**config.mk**
```make
export PLATFORM = sky130hd
export DESIGN_NAME = mul_accel_top
export DESIGN_NICKNAME = d
export VERILOG_FILES = /design/src/mini_core_accel_pkg.sv /design/src/fifo_if.sv /design/src/mul_request.sv /design/src/operand_fifo.sv /design/src/booth_multiplier.sv /design/src/mul_accel_top.sv
export SDC_FILE = /design/constraint.sdc
export NUM_CORES = 1
export LEC_CHECK = 0
export BUFFER_PORTS_ARGS = -buffer_cell sky130_fd_sc_hd__buf_2
export CORE_UTILIZATION = 60
export CTS_BUF_LIST = sky130_fd_sc_hd__clkbuf_4
export CTS_CLUSTER_DIAMETER = 80
export DETAILED_ROUTE_END_ITERATION = 10
export GPL_ROUTABILITY_DRIVEN = 0
export GPL_TIMING_DRIVEN = 0
export HOLD_SLACK_MARGIN = 0.03
export PLACE_DENSITY = 0.83
export SYNTH_ARGS = -nofsm -noshare
export SYNTH_HDL_FRONTEND = slang
export SYNTH_HIERARCHICAL = 1
export SYNTH_SLANG_ARGS = --single-unit
```
**constraint.sdc**
```tcl
create_clock -name clock -period 4.6 [get_ports clock]
set_input_delay 0 -clock clock [delete_from_list [all_inputs] [get_ports clock]]
set_output_delay 0 -clock clock [all_outputs]
set_load 0.05 [all_outputs]
```
**src/mini_core_accel_pkg.sv**
```systemverilog
`default_nettype none

package mini_core_accel_pkg;

    // Operand width in bits
    localparam int NUM_WIDTH = 8;

    // Operand pairs held between request and multiplier
    localparam int FIFO_DEPTH = 4;

    typedef logic signed [NUM_WIDTH-1:0] t_operand;

    typedef logic signed [2*NUM_WIDTH-1:0] t_product;

    // FIFO payload, one multiply request
    typedef struct packed {
        t_operand multiplicand;
        t_operand multiplier;
    } t_operand_pair;

endpackage

`default_nettype wire

```
**src/fifo_if.sv**
```systemverilog
`timescale 1ns/1ps
`default_nettype none

interface fifo_if;
    import mini_core_accel_pkg::*;

    logic          push;
    t_operand_pair push_data;
    logic          full;
    logic          pop;
    t_operand_pair pop_data; // Oldest entry, valid while not empty
    logic          empty;

    modport producer (output push, output push_data, input full);

    modport consumer (output pop, input pop_data, input empty);

    modport buffer (
        input  push,
        input  push_data,
        output full,
        input  pop,
        output pop_data,
        output empty
    );

endinterface

`default_nettype wire

```
**src/mul_request.sv**
```systemverilog
`timescale 1ns/1ps
`default_nettype none

module mul_request (
    input  logic                          clock,
    input  logic                          arst_n,
    input  logic                          req,
    input  mini_core_accel_pkg::t_operand multiplicand,
    input  mini_core_accel_pkg::t_operand multiplier,
    output logic                          overflow,
    fifo_if.producer                      q
);

    logic drop;

    // Request is taken in the same cycle when there is room
    assign q.push = req && !q.full;

    assign q.push_data.multiplicand = multiplicand;
    assign q.push_data.multiplier   = multiplier;

    // Request meets a full FIFO and is lost
    assign drop = req && q.full;

    // Sticky until reset
    always_ff @(posedge clock or negedge arst_n) begin
        if (!arst_n) begin
            overflow <= 1'b0;
        end else if (drop) begin
            overflow <= 1'b1;
        end
    end

endmodule

`default_nettype wire

```
**src/operand_fifo.sv**
```systemverilog
`timescale 1ns/1ps
`default_nettype none

module operand_fifo #(
    parameter int DEPTH = mini_core_accel_pkg::FIFO_DEPTH
) (
    input  logic  clock,
    input  logic  arst_n,
    fifo_if.buffer q
);
    import mini_core_accel_pkg::*;

    localparam int PTR_W = (DEPTH > 1) ? $clog2(DEPTH) : 1;
    localparam int CNT_W = $clog2(DEPTH + 1);

    t_operand_pair mem [DEPTH];

    logic [PTR_W-1:0] wr_ptr;
    logic [PTR_W-1:0] rd_ptr;
    logic [CNT_W-1:0] count;

    assign q.empty    = (count == '0);
    assign q.full     = (count == CNT_W'(DEPTH));
    assign q.pop_data = mem[rd_ptr];

    always_ff @(posedge clock) begin
        if (q.push) begin
            mem[wr_ptr] <= q.push_data;
        end
    end

    // Pointers wrap at DEPTH, which need not be a power of two
    always_ff @(posedge clock or negedge arst_n) begin
        if (!arst_n) begin
            wr_ptr <= '0;
            rd_ptr <= '0;
        end else begin
            if (q.push) begin
                wr_ptr <= (wr_ptr == PTR_W'(DEPTH - 1)) ? '0 : wr_ptr + 1'b1;
            end
            if (q.pop) begin
                rd_ptr <= (rd_ptr == PTR_W'(DEPTH - 1)) ? '0 : rd_ptr + 1'b1;
            end
        end
    end

    always_ff @(posedge clock or negedge arst_n) begin
        if (!arst_n) begin
            count <= '0;
        end else begin
            case ({q.push, q.pop})
                2'b10:   count <= count + 1'b1;
                2'b01:   count <= count - 1'b1;
                default: ; // Both or neither, level unchanged
            endcase
        end
    end

endmodule

`default_nettype wire

```
**src/booth_multiplier.sv**
```systemverilog
`timescale 1ns/1ps
`default_nettype none

module booth_multiplier (
    input  logic                          clock,
    input  logic                          arst_n,
    fifo_if.consumer                      q,
    output mini_core_accel_pkg::t_product result,
    output logic                          done
);
    import mini_core_accel_pkg::*;

    // Partial product with extra sign bit, multiplier bits, guard bit
    localparam int ACC_W = 2*NUM_WIDTH + 2;
    localparam int CNT_W = (NUM_WIDTH > 2) ? $clog2(NUM_WIDTH) : 1;

    typedef enum logic {IDLE, COMPUTE} t_state;

    t_state               state;
    logic [ACC_W-1:0]     acc;
    logic [ACC_W-1:0]     acc_step;
    logic [NUM_WIDTH:0]   mcand;   // Sign extended multiplicand
    logic [NUM_WIDTH:0]   partial;
    logic [CNT_W-1:0]     itr_cnt;
    logic                 last_step;

    assign q.pop     = (state == IDLE) && !q.empty;
    assign last_step = (state == COMPUTE) && (itr_cnt == '0);

    // One Booth step on the low two bits, then arithmetic shift right
    always_comb begin
        partial = acc[ACC_W-1:NUM_WIDTH+1];
        case (acc[1:0])
            2'b01:   partial = partial + mcand;
            2'b10:   partial = partial - mcand;
            default: ;
        endcase
        acc_step = {partial[NUM_WIDTH], partial, acc[NUM_WIDTH:1]};
    end

    always_ff @(posedge clock) begin
        if (q.pop) begin
            acc   <= {{(NUM_WIDTH+1){1'b0}}, q.pop_data.multiplier, 1'b0};
            mcand <= {q.pop_data.multiplicand[NUM_WIDTH-1], q.pop_data.multiplicand};
        end else if (state == COMPUTE) begin
            acc <= acc_step;
        end
    end

    always_ff @(posedge clock or negedge arst_n) begin
        if (!arst_n) begin
            state   <= IDLE;
            itr_cnt <= '0;
        end else begin
            case (state)
                IDLE: begin
                    if (q.pop) begin
                        state   <= COMPUTE;
                        itr_cnt <= CNT_W'(NUM_WIDTH - 1);
                    end
                end
                COMPUTE: begin
                    if (last_step) begin
                        state <= IDLE;
                    end else begin
                        itr_cnt <= itr_cnt - 1'b1;
                    end
                end
                default: state <= IDLE;
            endcase
        end
    end

    // Product held until the next one, marked by a single cycle pulse
    always_ff @(posedge clock or negedge arst_n) begin
        if (!arst_n) begin
            result <= '0;
            done   <= 1'b0;
        end else begin
            done <= last_step;
            if (last_step) begin
                result <= acc_step[2*NUM_WIDTH:1];
            end
        end
    end

endmodule

`default_nettype wire

```
**src/mul_accel_top.sv**
```systemverilog
`timescale 1ns/1ps
`default_nettype none

module mul_accel_top (
    input  logic                          clock,
    input  logic                          arst_n,
    input  logic                          req,
    input  mini_core_accel_pkg::t_operand multiplicand,
    input  mini_core_accel_pkg::t_operand multiplier,
    output mini_core_accel_pkg::t_product result,
    output logic                          done,
    output logic                          overflow
);
    import mini_core_accel_pkg::*;

    fifo_if operand_q ();

    // Request strobe into FIFO pushes
    mul_request u_request (
        .clock        (clock),
        .arst_n       (arst_n),
        .req          (req),
        .multiplicand (multiplicand),
        .multiplier   (multiplier),
        .overflow     (overflow),
        .q            (operand_q.producer)
    );

    operand_fifo #(
        .DEPTH (FIFO_DEPTH)
    ) u_fifo (
        .clock  (clock),
        .arst_n (arst_n),
        .q      (operand_q.buffer)
    );

    // Pops one pair at a time
    booth_multiplier u_booth (
        .clock  (clock),
        .arst_n (arst_n),
        .q      (operand_q.consumer),
        .result (result),
        .done   (done)
    );

endmodule

`default_nettype wire

```
==> results.md <==
* Effective utilization at floorplan at 63.4%
* Syn_nets at 417
* Buffer type at the clock tree root: clkbuf_4
* Required time worst endpoint at 4.97 ns
* Share of the synthesized area in the top cell type at 45.2%
* Cts bufs inserted at 17
* Synth cell types at 51
* Nets at 474
* Hold WC Path Type: input pin to asynchronous set/reset pin
* Vias post-DR at 3,128
* CORE AREA at 8380 µm²
* Compound-Gate Fraction of Synth Area at 6.95%
* Simple-gate share of the synthesized area at 8.46%
* Die height at 96.1 µm
* Synth Area in Adders at 4.99%
* CTS tree: done
* Commonest cells post-synth: 80 x edfxtp_1, 45 x nand2_1, 29 x dfrtp_1
* Total Routing Usage GR at 23.1%
* Die W at 96.1 µm
* Buf/Inv on CP at 1
* Final Cycle Share at 59.1%
* RSZ-0062 raised after global routing: false
* Area Overhead vs Synth at 12.3%
* H-tree levels at 4
* GRT busiest layer: met2
* Met3 usage at 6.08%
* Final Cell Area at 5970 µm²
* Synthesized instance count at 378
* CP Data Arrival Time at 3.09 ns
* Diode count at 0
* CP Max Fanout at 8
* Warning count from the yosys run at 6
* Post-Synth XOR/XNOR Area at 2.47%
* Overall die area at 9230 µm²
* Worst Clk Skew at 0.0118 ns
* Peak VDD IR at 0.316 mV
* Critical path class: flip-flop to flip-flop
* Dpl hpwl at 6.29 mm
* Critical Path, Cell by Cell: ha_1 -> buf_6 -> mux2i_1 -> ha_1 -> nor2b_1 -> o31a_1 -> o32ai_1 -> mux2i_1 -> nand3_1
* Area of placed instances at 5540 µm²
* CTS clock-pin slew for the worst setup and hold paths at 0.11 ns
* Share of cells above drive strength 1 at 19.6%
* Crit path capture type: flip-flop
* Crit-path leading delay family: compound AO/OA/AOI/OAI gates
* PortBufs at 20
* Vias per cell at 5.66
* Final hold vios at 0
* Crit path time final at 2.72 ns
* Post-DRT Antenna Nets at 0
* Final WL at 9.47 mm
* TritonRoute pass-1 iters at 4
* Slew headroom at 41.1%
* Part of the Yosys area used for sequential elements at 62.3%
* Synth area leaders: edfxtp_1 45%, dfrtp_1 14%, ha_1 4.2%
* Setup Viol. Count Final at 0
* Num rows at 33
* Setup TNS at 0 ns
* Num Clock Sinks at 118
* DRC marker count from the first detailed-route iteration at 129
* Power Density at 748 nW/µm²
* Combinational family with the most area after synthesis: multiplexers
* Mux contribution to synthesized area at 9.68%
* Global-route met2 utilization at 37.9%
* Final Util at 71.2%
* WL per Instance at 17.1 µm
* Gr ovfl total at 0
* Status: finished clean
* CP Launch Type: flip-flop
* Leakage at 2.40 nW
* Most frequent cell after synthesis: edfxtp_1
* EDFF count, synth at 80
* Clock tree buffer depth at 2
* Worst-Margin Slew at 0.883 ns
* Synth async-reset ratio at 24.6%
* Post-CTS Setup Bufs at 0
* First-pass GRT wire length at 15.2 mm
* # fillers at 549
* Initial antenna violation count at 0
* Syn Area/Cell at 14.1 µm²
* Mapped cell area at 5310 µm²
* Largest stage delay, worst path at 0.51 ns
* Crit-path slowest cell: o32ai_1
* Met1 GRT Util at 29.5%
* Yosys top cell by area: edfxtp_1
* Max Clock Freq at 368 MHz
* I/O pin count at 37
* Fin. max-slew vios at 0
* Max_cap viols at 0
* Yosys reg bits at 118
* Clock latency on the worst-skew pair at 0.48 ns
* Post-synth top flop: edfxtp_1
* Drt drc at 0
* Number of global-route vias before repair at 3,095
* Largest net degree at the start of global routing at 30
final timing paths:
| kind | from | end | slack (ns) | cells past startpoint |
|---|---|---|---|---|
| setup / recovery | u_booth/acc[1] | u_booth/result[14] | 1.88 | 9 |
| max in group asynchronous | arst_n | u_fifo/rd_ptr[0] | 4.12 | 2 |
| hold / removal | arst_n | u_booth/result[1] | 0.06 | 2 |
| setup reg to reg | u_booth/acc[1] | u_booth/result[14] | 1.88 | 9 |
| hold reg to reg | u_request/overflow | u_request/overflow | 0.46 | 1 |
| min in group clock | multiplier[2] | u_fifo/mem[3][2] | 0.25 | 2 |
per-stage QoR:
stage	power (mW)	setup WS, ns	hold slack [ns]	cells
5_1_grt	4.76	1.69	0.0817	553
3_3_place_gp	3.72	1.57	0.0581	503
4_1_cts	4.47	1.48	0.0432	553
6_report	4.46	1.88	0.0604	553
2_1_floorplan	3.33	2.04	-0.296	378
3_5_place_dp	3.81	1.52	0.0619	503
state kept, by name, summed over array words and instances (netlist names):
| register | count |
|---|---|
| u_fifo/mem | 64 |
| u_booth/acc | 17 |
| u_booth/result | 16 |
| u_booth/mcand | 8 |
| u_booth/itr_cnt | 3 |
| u_fifo/count | 3 |
| u_fifo/rd_ptr | 2 |
| u_fifo/wr_ptr | 2 |
| u_booth/done | 1 |
| u_booth/state | 1 |
| u_request/overflow | 1 |
cells by family (layout without fill, tap and decap cells):
logic type / after synthesis / after routing
fa+ha+maj: 20 / 20
simple gates: 94 / 94
mux: 28 / 28
buf+inv: 48 / 118
xor+xnor: 15 / 15
compound gates: 55 / 55
flops: 118 / 118
power by group:
part | internal [mW] | switching (mW) | total [mW]
clock | 0.259 | 0.378 | 0.637
combinational | 0.856 | 1.27 | 2.12
sequential | 1.52 | 0.183 | 1.70
what timing repair did:
| action | CTS | global route |
|---|---|---|
| endpoints found under the hold margin | 96 | 0 |
| gates resized for setup | 0 | 0 |
| hold buffers | 18 | 0 |
cell type report:
class / instances / area [µm²] / share of cell area [%]
tap: 105 / 131 / 2.20
clock buffer: 17 / 128 / 2.14
clock inverter: 15 / 114 / 1.91
sequential: 118 / 3310 / 55.4
inverter: 18 / 67.6 / 1.13
timing repair buffer: 38 / 280 / 4.70
multi-input combinational: 212 / 1730 / 29.0
buffer: 30 / 206 / 3.46
layout by cell type (no fill, tap or decap), drive strengths merged, types with 14 or more instances in the layout:
master / n
nand2: 45
edfxtp: 80
mux4: 16
dlygate4sd3: 18
dfrtp: 29
ha: 18
clkbuf: 23
buf: 44
nor2: 17
o21ai: 14
inv: 19
routing by layer:
layer,share of wire (%),wire [µm]
met2,49,4670
met3,3.6,345
met1,46,4310
met4,1.6,147
met5,0,0
Note: power is estimated with default switching activity, not from simulation.
